### config.mk
export PLATFORM = sky130hd
export DESIGN_NAME = lanzonesCore
export DESIGN_NICKNAME = d
export VERILOG_FILES = /design/src/logic/lanzonesPkg.sv /design/src/logic/instrDecoder.sv /design/src/logic/registerFile.sv /design/src/logic/busSequencer.sv /design/src/logic/lanzonesCore.sv
export VERILOG_INCLUDE_DIRS = /design/src /design/src/logic
export SDC_FILE = /design/constraint.sdc
export NUM_CORES = 2
export LEC_CHECK = 0
export ABC_AREA = 0
export BUFFER_PORTS_ARGS = -buffer_cell sky130_fd_sc_hd__buf_2
export CAP_MARGIN = 0
export CORE_UTILIZATION = 58
export CTS_CLUSTER_DIAMETER = 150
export CTS_CLUSTER_SIZE = 20
export DETAILED_ROUTE_END_ITERATION = 10
export PLACE_DENSITY = 0.77
export SYNTH_ARGS = -nofsm -noshare
export SYNTH_HDL_FRONTEND = slang
export SYNTH_SLANG_ARGS = --single-unit
### constraint.sdc
create_clock -name clk -period 5.8 [get_ports clk]
set_clock_uncertainty 0.15 [all_clocks]
set_input_delay 0.87 -clock clk [delete_from_list [all_inputs] [get_ports clk]]
set_output_delay 0.87 -clock clk [all_outputs]
set_load 0.05 [all_outputs]
### src/logic/lanzones_cfg.svh
`ifndef LANZONES_CFG_SVH
`define LANZONES_CFG_SVH

// data and address width
`define LZ_XLEN 32

// register file geometry, x0 included
`define LZ_REGS   32
`define LZ_REG_AW 5

// word addressed, one instruction per word
`define LZ_PC_STEP 1

// bits 6..0 all set halt the core
`define LZ_STOP_OPC 7'b1111111

`endif

### src/logic/lanzonesPkg.sv
`include "lanzones_cfg.svh"

package lanzonesPkg;

   typedef logic [`LZ_XLEN-1:0]   word_t;
   typedef logic [`LZ_REG_AW-1:0] regIdx_t;
   typedef logic [11:0]           imm12_t;   // raw I/S immediate field

   // values match bits 6..0 of the instruction
   typedef enum logic [6:0] {
      OP_NOP   = 7'b0000000,   // anything not listed below
      OP_LOAD  = 7'b0000011,
      OP_STORE = 7'b0100011,
      OP_ADD   = 7'b0110011,
      OP_LUI   = 7'b0110111,
      OP_STOP  = `LZ_STOP_OPC
   } opcode_e;

   typedef enum logic [1:0] {
      ST_HALTED = 2'd0,
      ST_FETCH  = 2'd1,   // request out, or about to go out
      ST_EXEC   = 2'd2,
      ST_MEM    = 2'd3    // data access in flight
   } seqState_e;

endpackage

### src/logic/instrDecoder.sv
module instrDecoder (
   input  logic                 clk,
   input  logic                 rstn,
   input  logic                 loadInstr,
   input  lanzonesPkg::word_t   RData,
   output lanzonesPkg::opcode_e opcode,
   output lanzonesPkg::regIdx_t rd,
   output lanzonesPkg::regIdx_t rs1,
   output lanzonesPkg::regIdx_t rs2,
   output lanzonesPkg::word_t   imm
);

   import lanzonesPkg::*;

   word_t  instr;
   imm12_t immI;
   imm12_t immS;

   // zero decodes as a no-op
   always_ff @(posedge clk) begin
      if (!rstn) begin
         instr <= '0;
      end
      else if (loadInstr) begin
         instr <= RData;
      end
   end

   always_comb begin
      case (instr[6:0])
         OP_LUI: begin
            opcode = OP_LUI;
         end
         OP_ADD: begin
            opcode = OP_ADD;
         end
         OP_LOAD: begin
            opcode = OP_LOAD;
         end
         OP_STORE: begin
            opcode = OP_STORE;
         end
         OP_STOP: begin
            opcode = OP_STOP;
         end
         default: begin
            opcode = OP_NOP;   // unknown opcodes skipped
         end
      endcase
   end

   assign rd  = instr[11:7];
   assign rs1 = instr[19:15];
   assign rs2 = instr[24:20];

   assign immI = instr[31:20];
   assign immS = {instr[31:25], instr[11:7]};   // S-type split field

   always_comb begin
      case (opcode)
         OP_LUI: begin
            imm = {instr[31:12], 12'b0};
         end
         OP_LOAD: begin
            imm = {{20{immI[11]}}, immI};
         end
         OP_STORE: begin
            imm = {{20{immS[11]}}, immS};
         end
         default: begin
            imm = '0;
         end
      endcase
   end

   // decoded opcode is always a known class
   assert property (@(posedge clk) disable iff (!rstn)
      opcode inside {OP_NOP, OP_LUI, OP_ADD, OP_LOAD, OP_STORE, OP_STOP});

endmodule

### src/logic/registerFile.sv
`include "lanzones_cfg.svh"

module registerFile (
   input  logic                 clk,
   input  logic                 rstn,
   input  lanzonesPkg::regIdx_t rs1,
   input  lanzonesPkg::regIdx_t rs2,
   output lanzonesPkg::word_t   rs1Data,
   output lanzonesPkg::word_t   rs2Data,
   input  logic                 wrEn,
   input  lanzonesPkg::regIdx_t wrIdx,
   input  lanzonesPkg::word_t   wrData
);

   import lanzonesPkg::*;

   // x0 has no storage
   word_t regs [1:`LZ_REGS-1];

   always_ff @(posedge clk) begin
      if (!rstn) begin
         for (int i = 1; i < `LZ_REGS; i++) begin
            regs[i] <= '0;
         end
      end
      else if (wrEn && (wrIdx != '0)) begin   // writes to x0 dropped
         regs[wrIdx] <= wrData;
      end
   end

   always_comb begin
      if (rs1 == '0) begin
         rs1Data = '0;
      end
      else begin
         rs1Data = regs[rs1];
      end
   end

   always_comb begin
      if (rs2 == '0) begin
         rs2Data = '0;
      end
      else begin
         rs2Data = regs[rs2];
      end
   end

   // x0 reads as zero on both ports, whatever was written before
   assert property (@(posedge clk) disable iff (!rstn)
      ((rs1 == '0) |-> (rs1Data == '0)) and ((rs2 == '0) |-> (rs2Data == '0)));

endmodule

### src/logic/busSequencer.sv
`include "lanzones_cfg.svh"

module busSequencer (
   input  logic                 clk,
   input  logic                 rstn,
   input  logic                 RVld,
   input  logic                 LEn,
   input  lanzonesPkg::word_t   RData,
   output logic                 RRdy,
   output logic                 RWEn,
   output logic                 Halt,
   output lanzonesPkg::word_t   RAddr,
   output lanzonesPkg::word_t   RWData,
   output logic                 loadInstr,
   input  lanzonesPkg::opcode_e opcode,
   input  lanzonesPkg::regIdx_t rd,
   input  lanzonesPkg::word_t   imm,
   input  lanzonesPkg::word_t   rs1Data,
   input  lanzonesPkg::word_t   rs2Data,
   output logic                 wrEn,
   output lanzonesPkg::regIdx_t wrIdx,
   output lanzonesPkg::word_t   wrData
);

   import lanzonesPkg::*;

   seqState_e state;
   word_t     pc;
   word_t     sum;
   word_t     memAddr;
   logic      issueFetch;   // raise RRdy toward pc on this edge
   logic      issueMem;     // raise RRdy toward memAddr on this edge

   assign sum     = rs1Data + rs2Data;
   assign memAddr = rs1Data + imm;

   assign loadInstr = (state == ST_FETCH) && RVld;

   always_comb begin
      issueFetch = 1'b0;
      issueMem   = 1'b0;
      case (state)
         ST_HALTED: begin
            issueFetch = LEn;
         end
         ST_FETCH: begin
            issueFetch = !RRdy;   // one idle cycle after a data access
         end
         ST_EXEC: begin
            issueFetch = (opcode == OP_LUI) || (opcode == OP_ADD) || (opcode == OP_NOP);
            issueMem   = (opcode == OP_LOAD) || (opcode == OP_STORE);
         end
         default: begin
            issueFetch = 1'b0;
         end
      endcase
   end

   always_ff @(posedge clk) begin
      if (!rstn) begin
         state <= ST_HALTED;
         pc    <= '0;
         RRdy  <= 1'b0;
         RWEn  <= 1'b0;
         Halt  <= 1'b1;
      end
      else begin
         if (issueFetch || issueMem) begin
            RRdy <= 1'b1;
            RWEn <= issueMem && (opcode == OP_STORE);
         end
         else if (RVld) begin
            RRdy <= 1'b0;
            RWEn <= 1'b0;
         end

         case (state)
            ST_HALTED: begin
               if (LEn) begin
                  Halt  <= 1'b0;
                  state <= ST_FETCH;
               end
            end
            ST_FETCH: begin
               if (RVld) begin
                  pc    <= pc + word_t'(`LZ_PC_STEP);
                  state <= ST_EXEC;
               end
            end
            ST_EXEC: begin
               if (opcode == OP_STOP) begin
                  Halt  <= 1'b1;   // RRdy stays low
                  state <= ST_HALTED;
               end
               else if (issueMem) begin
                  state <= ST_MEM;
               end
               else begin
                  state <= ST_FETCH;
               end
            end
            ST_MEM: begin
               if (RVld) begin
                  state <= ST_FETCH;
               end
            end
            default: begin
               state <= ST_HALTED;
            end
         endcase
      end
   end

   // request payload, only looked at while RRdy is high
   always_ff @(posedge clk) begin
      if (issueFetch) begin
         RAddr <= pc;
      end
      else if (issueMem) begin
         RAddr  <= memAddr;
         RWData <= rs2Data;
      end
   end

   // LUI/ADD write at the end of EXEC, LW on its data response
   assign wrEn = ((state == ST_EXEC) && ((opcode == OP_LUI) || (opcode == OP_ADD)))
              || ((state == ST_MEM) && RVld && (opcode == OP_LOAD));
   assign wrIdx = rd;

   always_comb begin
      case (opcode)
         OP_LUI: begin
            wrData = imm;
         end
         OP_ADD: begin
            wrData = sum;
         end
         default: begin
            wrData = RData;   // load data
         end
      endcase
   end

   assert property (@(posedge clk) disable iff (!rstn) !(RRdy && Halt));
   assert property (@(posedge clk) disable iff (!rstn) RWEn |-> RRdy);

   // an open request holds its fields until the response
   assert property (@(posedge clk) disable iff (!rstn)
      RRdy && !RVld |=> RRdy && $stable(RAddr) && $stable(RWEn));

endmodule

### src/logic/lanzonesCore.sv
module lanzonesCore (
   input  logic               clk,
   input  logic               rstn,
   input  logic               RVld,
   input  logic               LEn,
   input  lanzonesPkg::word_t RData,
   output logic               RRdy,
   output logic               RWEn,
   output logic               Halt,
   output lanzonesPkg::word_t RAddr,
   output lanzonesPkg::word_t RWData
);

   import lanzonesPkg::*;

   logic     loadInstr;
   opcode_e  opcode;
   regIdx_t  rd;
   regIdx_t  rs1;
   regIdx_t  rs2;
   word_t    imm;
   word_t    rs1Data;
   word_t    rs2Data;
   logic     wrEn;
   regIdx_t  wrIdx;
   word_t    wrData;

   instrDecoder uDec (
      .clk       (clk),
      .rstn      (rstn),
      .loadInstr (loadInstr),
      .RData     (RData),
      .opcode    (opcode),
      .rd        (rd),
      .rs1       (rs1),
      .rs2       (rs2),
      .imm       (imm)
   );

   registerFile uRegs (
      .clk     (clk),
      .rstn    (rstn),
      .rs1     (rs1),
      .rs2     (rs2),
      .rs1Data (rs1Data),
      .rs2Data (rs2Data),
      .wrEn    (wrEn),
      .wrIdx   (wrIdx),
      .wrData  (wrData)
   );

   busSequencer uSeq (
      .clk       (clk),
      .rstn      (rstn),
      .RVld      (RVld),
      .LEn       (LEn),
      .RData     (RData),
      .RRdy      (RRdy),
      .RWEn      (RWEn),
      .Halt      (Halt),
      .RAddr     (RAddr),
      .RWData    (RWData),
      .loadInstr (loadInstr),
      .opcode    (opcode),
      .rd        (rd),
      .imm       (imm),
      .rs1Data   (rs1Data),
      .rs2Data   (rs2Data),
      .wrEn      (wrEn),
      .wrIdx     (wrIdx),
      .wrData    (wrData)
   );

endmodule

# --- Word-level counts from Yosys, hierarchy flattened ---
# Memories as Yosys holds them, arrays and structs flattened. A register that Yosys moved wholly into a read port is not among the register bits.
# Index checks and enable logic that the tools add are counted.
totals:
  ram_bits: 992
  mem_count: 1
  mem_bits_ro: 0
  output_inout_bits: 67
  ff_bits: 133
  in_bits: 36
  latchBits: 0
memory_table:
  columns: ["name", "words", "word_bits", "read_ports", "rd_clocked_by_memory_dff", "write_ports", "line_no", "rtl"]
  rows:
  - ["uRegs.regs", 31, 32, 2, 2, 31, "registerFile.sv:18", "word_t regs [1:`LZ_REGS-1];"]
classes:
  n_addsub: 3
  n_eq_ne: 17
  n_reduce_logical: 25
  n_mul: 0
  shifts: 0
  order_cmp: 0
  bitwise_logic: 1
  mux: 32
  div_mod_pow: 0
ops:
  columns: ["cell", "count"]
  rows:
  - ["2-to-1 mux 32 bit", 5]
  - ["case mux 32 bit (3 select lines)", 1]
  - ["adder 32 bit", 2]
  - ["case mux 32 bit (2 select lines)", 1]
  - ["equality test 7 x 6 -> 1 bit (second input constant)", 6]
  - ["case mux 7 bit (5 select lines)", 1]
  - ["adder 32 x 1 -> 32 bit (second input constant)", 1]
  - ["OR reduction 32 bit", 1]
  - ["2-to-1 mux 5 bit", 5]
  - ["equality test 7 x 2 -> 1 bit (second input constant)", 2]
  - ["equality test 7 bit (second input constant)", 2]
  - ["2-to-1 mux 1 bit", 11]
  - ["logical NOT 5 bit", 2]
  - ["2-to-1 mux 2 bit", 5]
  - ["case mux 2 bit (4 select lines)", 1]
  - ["logical NOT 7 bit", 1]
  - ["logical AND 1 bit", 6]
  - ["inequality test 2 bit (second input constant)", 3]
  - ["AND reduction 3 bit", 2]
  - ["nonzero test 2 bit", 3]
  - ["logical OR 1 bit", 5]
  - ["nonzero test 5 bit", 1]
  - ["equality test 2 bit (second input constant)", 2]
  - ["AND reduction 2 bit", 2]
  - ["other kinds (7)", 7]

# --- Longest topological paths before layout ---
depth:
  ltp_word: 12
  ltp_mapped: 21
  mapped_depth_nobuf: 15

# --- By module ---
# A second synthesis with hierarchy kept.
hier_totals:
  cells_unflattened: 4598
  area_unflattened_um2: 63832.5
by_module_without_submodules:
  columns: ["mod", "seq_area_each_um2", "cells_per_inst", "n_inst", "area_each_um2"]
  rows:
  - ["registerFile", 30749.5, 3507, 1, 54217.0]
  - ["busSequencer", 2662.6, 885, 1, 7842.5]
  - ["instrDecoder", 640.6, 206, 1, 1773.0]

# --- Worst setup path after synthesis ---
# OpenSTA, ideal clock, no wires.
synth_timing:
  kind: "register to register"
  startpoint: "register (tool-made name)"
  endpoint: "memory uRegs.regs[13][24] in the netlist's numbering, data pin"
  stages_incl_launch_ff: 21
  setup_time_ns: 0.270
  slack_ns: -0.123
  path_buffers: 5
  t_arrival_ns: 5.503
  path_cell_list: "dfxtp_1 -> buf_6 -> buf_12 -> clkbuf_1 -> buf_1 -> mux4_2 -> mux4_2 -> mux2i_1 -> nor2_1 -> ha_1 -> fa_1 -> a211oi_1 -> o21bai_1 -> o211ai_1 -> a21bo_2 -> nor4b_1 -> nor4bb_1 -> xnor2_1 -> nor3_1 -> clkbuf_1 -> nor3_1"
synth_rtl:
  columns: ["element", "line_no"]
  rows:
  - ["end: declaration", "registerFile.sv:18"]

==> flow_summary.toml <==
[outcome]
status = "complete, but fails checks"
violations = "negative setup slack"

[floorplan]
dieWidth_um = 326.3
fp.dieH_um = 326.3
dieArea_um2 = 106500
rows = 118
start_util_pct = 58.68
io_pins = 103
core_um2 = 103900

[clock_network]
cts_buffer_depth = 3
cts_htree_levels = 3
numCtsBuffers = 68
path_clk_slew_ns = 0.09
cts.sinks = 1167
root_buffer = "clkbuf_16"
cts_tree = "yes"
clk_latency_ns = 0.68

[synthesis]
synth-seq-cells = 1167
synth-seq-area-share_pct = 56.16
post-synth-top-count-cell = "edfxtp_1"
synthTopCellsByArea = "edfxtp_1 54%, mux4_2 24%, nor2_1 6.2%"
yosys_warnings = 0
syn_inst = 4307
synth_mux_area_share_pct = 24.93
netlist_area_um2 = 60990
yosysUniqueCellTypes = 72
async_flop_share_pct = 0
synthSimpleGateAreaFrac_pct = 10.38
synthXorXnorAreaFrac_pct = 1.247
synth_flop_cell = "edfxtp_1"
synth_top_area_share_pct = 53.57
synth_common_cells = "1,088 x edfxtp_1, 1,012 x nor2_1, 638 x mux4_2"
synth_fa_ha_area_share_pct = 1.461
synth_edf_count = 1088
syn_area_per_cell_um2 = 14.16
yosysTopAreaCell = "edfxtp_1"
synth_top_family_by_area = "multiplexers"
synth-compound-area-share_pct = 2.936

[place]
hpwl_um = 122900
dp_cells = 5675
placed_area_um2 = 64940
gp_congestion = 1.027
port_buffers = 102

[power]
seqPwrFrac_pct = 52.1
p_leak_nw = 24.55
irDropWorstVdd_uv = 328.0
clkPwrFrac_pct = 27.0
p_total_w = 0.01875
switching_share_pct = 28.24
p_int_w = 0.01346
switchingPower_w = 0.005295
power_frac_comb_pct = 20.8
power_density_nw_per_um2 = 270.7

[timing]
worst_pin_slew_ns = 1.445
drv_slew = 0
rsz0062_at_grt = "yes"
slew_headroom_pct = 2.783
hold_viol = 0
timing.final.ws_setup_ns = -0.1454
period_needed_ns = 5.945
finalSetupViolCount = 33
max_freq_ghz = 0.1682
finalCritPeriodShare_pct = 102.5

[critical_path]
end_kind = "flop"
critical_path.endpoint = "uRegs.regs[2][31]"
crit_type = "flop to flop"
rr_worst_depth = 19
setup.worst_path.start_class = "flop"
rr_endpoint = "uRegs.regs[2][31]"
cp_max_fo = 8
arrival_ns = 6.18
r2r_slack_ns = -0.15
crit_required_ns = 6.03

[route]
drc_errors = 0
route.vias.total = 43090
dr.pass1.iters = 8
drt_iter0_drc = 7962
drtAntennaViolNets = 0
viasPerCell = 7.278
wire_per_inst_um = 34.24
wl_um = 202700

[finish]
seq_area_um2 = 34290
multi_input_area_um2 = 25910
final_cell_area_um2 = 69270
area_growth_pct = 13.57
drive_gt1_share_pct = 31.47
fin_nets = 4608
nFillCells = 6823
fin_cells = 5920

[global_route]
grt_pass1_wl_um = 280000
grt_overflow = 0
antenna_found_initial = 5
grt_pass1_vias = 41380
grt_max_degree = 71
grt_use_total_pct = 36.91

[run]
drv_cap = 0

[hold_path]
worstHoldPathType = "primary input to flop"
flip-flops by register name, summed over array words and instances (netlist names), named ones only:
register	cells
uSeq.Halt	1
uSeq.RRdy	1
uDec.instr	32
uSeq.RWData	32
uSeq.state	2
uSeq.RWEn	1
uRegs.regs	1024
uSeq.pc	32
uSeq.RAddr	32
stage by stage:
| step | hold slack, ns | util [%] | TNS [ns] | worst slack (ns) |
|---|---|---|---|---|
| after floorplan | 0.2935 | - | 0 | 0.01220 |
| after global placement | 0.3027 | 62.48 | -4.166 | -0.1580 |
| after detailed placement | 0.3086 | 62.48 | -6.201 | -0.2336 |
| after CTS | 0.3016 | 64.85 | 0 | 0.004913 |
| after global routing | 0.3316 | 66.64 | -5.427 | -0.2050 |
| final | 0.3155 | 66.64 | -3.241 | -0.1454 |
area by class of cell:
cell class	count	area share, %
timing repair buffer	496	7.509
inverter	48	0.2601
multi-input combinational	2721	37.41
clock inverter	5	0.09573
sequential	1167	49.50
tap	1380	2.493
clock buffer	101	2.728
antenna	2	0.007225
placed cells by master, fill, tap and decap left out, drive strengths merged, types with 42 or more instances in the layout:
master  Yosys  final
edfxtp   1088   1088
nor2     1043   1043
mux4      638    638
buf        87    478
nand2     261    261
clkbuf    315    117
mux2i      80     80
nor3       79     79
dfxtp      79     79
o21ai      71     71
ha         68     68
a21oi      60     60
xnor2      54     54
inv        48     50
and2       42     42
worst min-delay path by stage:
stage | startpoint | endpoint | slack, ns | cells past startpoint
after detailed placement | uDec.instr[0] | uDec.instr[0] | 0.31 | 2
final | RData[25] | uDec.instr[25] | 0.32 | 3
after global routing | RData[7] | uDec.instr[7] | 0.33 | 3
after CTS | RData[25] | uDec.instr[25] | 0.30 | 3
after global placement | uDec.instr[0] | uDec.instr[0] | 0.30 | 2
after floorplan | uDec.instr[1] | uDec.instr[1] | 0.29 | 2
cells by family (layout without fill, tap and decap cells):
logic type	Yosys count	in the layout
AND/OR/NAND/NOR	1533	1533
flip-flops	1167	1167
multiplexers	721	721
buffers and inverters	450	650
AO/OA/AOI/OAI	279	279
XOR/XNOR	86	86
adder cells (fa/ha/maj)	70	70
other	1	34
worst max-delay path: stages (launching register included):
cell and delay (ns):
dfxtp_4 0.46, buf_12 0.16, buf_16 0.13, buf_6 0.12, mux4_2 0.50, mux4_2 0.61
mux2i_1 0.26, nor2_1 0.11, ha_1 0.34, o21ai_1 0.10, nor2_2 0.19, a31oi_4 0.16
a211o_4 0.39, a2111oi_4 0.39, a211oi_2 0.12, xnor2_1 0.16, a222oi_1 0.72, buf_4 0.32
buf_12 0.16, nor2_1 0.06
routing by layer:
metal	vias up	global-route usage [%]	routed length, um
met5	-	0	61
li1	16680	-	-
met4	6	18.86	13170
met1	21220	48.19	63270
met3	842	10.38	33970
met2	4341	57.11	92240
what timing repair did:
action / CTS / global route
resized for setup: 25 / 124
endpoints found under the setup margin: 32 / 38
pin swaps: 8 / 50
hold buffers: 0 / 0
gates cloned: 6 / 18
buffers inserted: 20 / 96
power by group through the flow:
stage | Clock (W) | Sequential, W | Combinational (W)
6_report | 0.00507 | 0.00978 | 0.00390
5_1_grt | 0.00531 | 0.00980 | 0.00401
4_1_cts | 0.00506 | 0.00975 | 0.00349
3_5_place_dp | 0 | 0.00994 | 0.00338
3_3_place_gp | 0 | 0.00991 | 0.00334
2_1_floorplan | 0 | 0.0101 | 0.00201
Note: power is estimated with default switching activity, not from simulation.
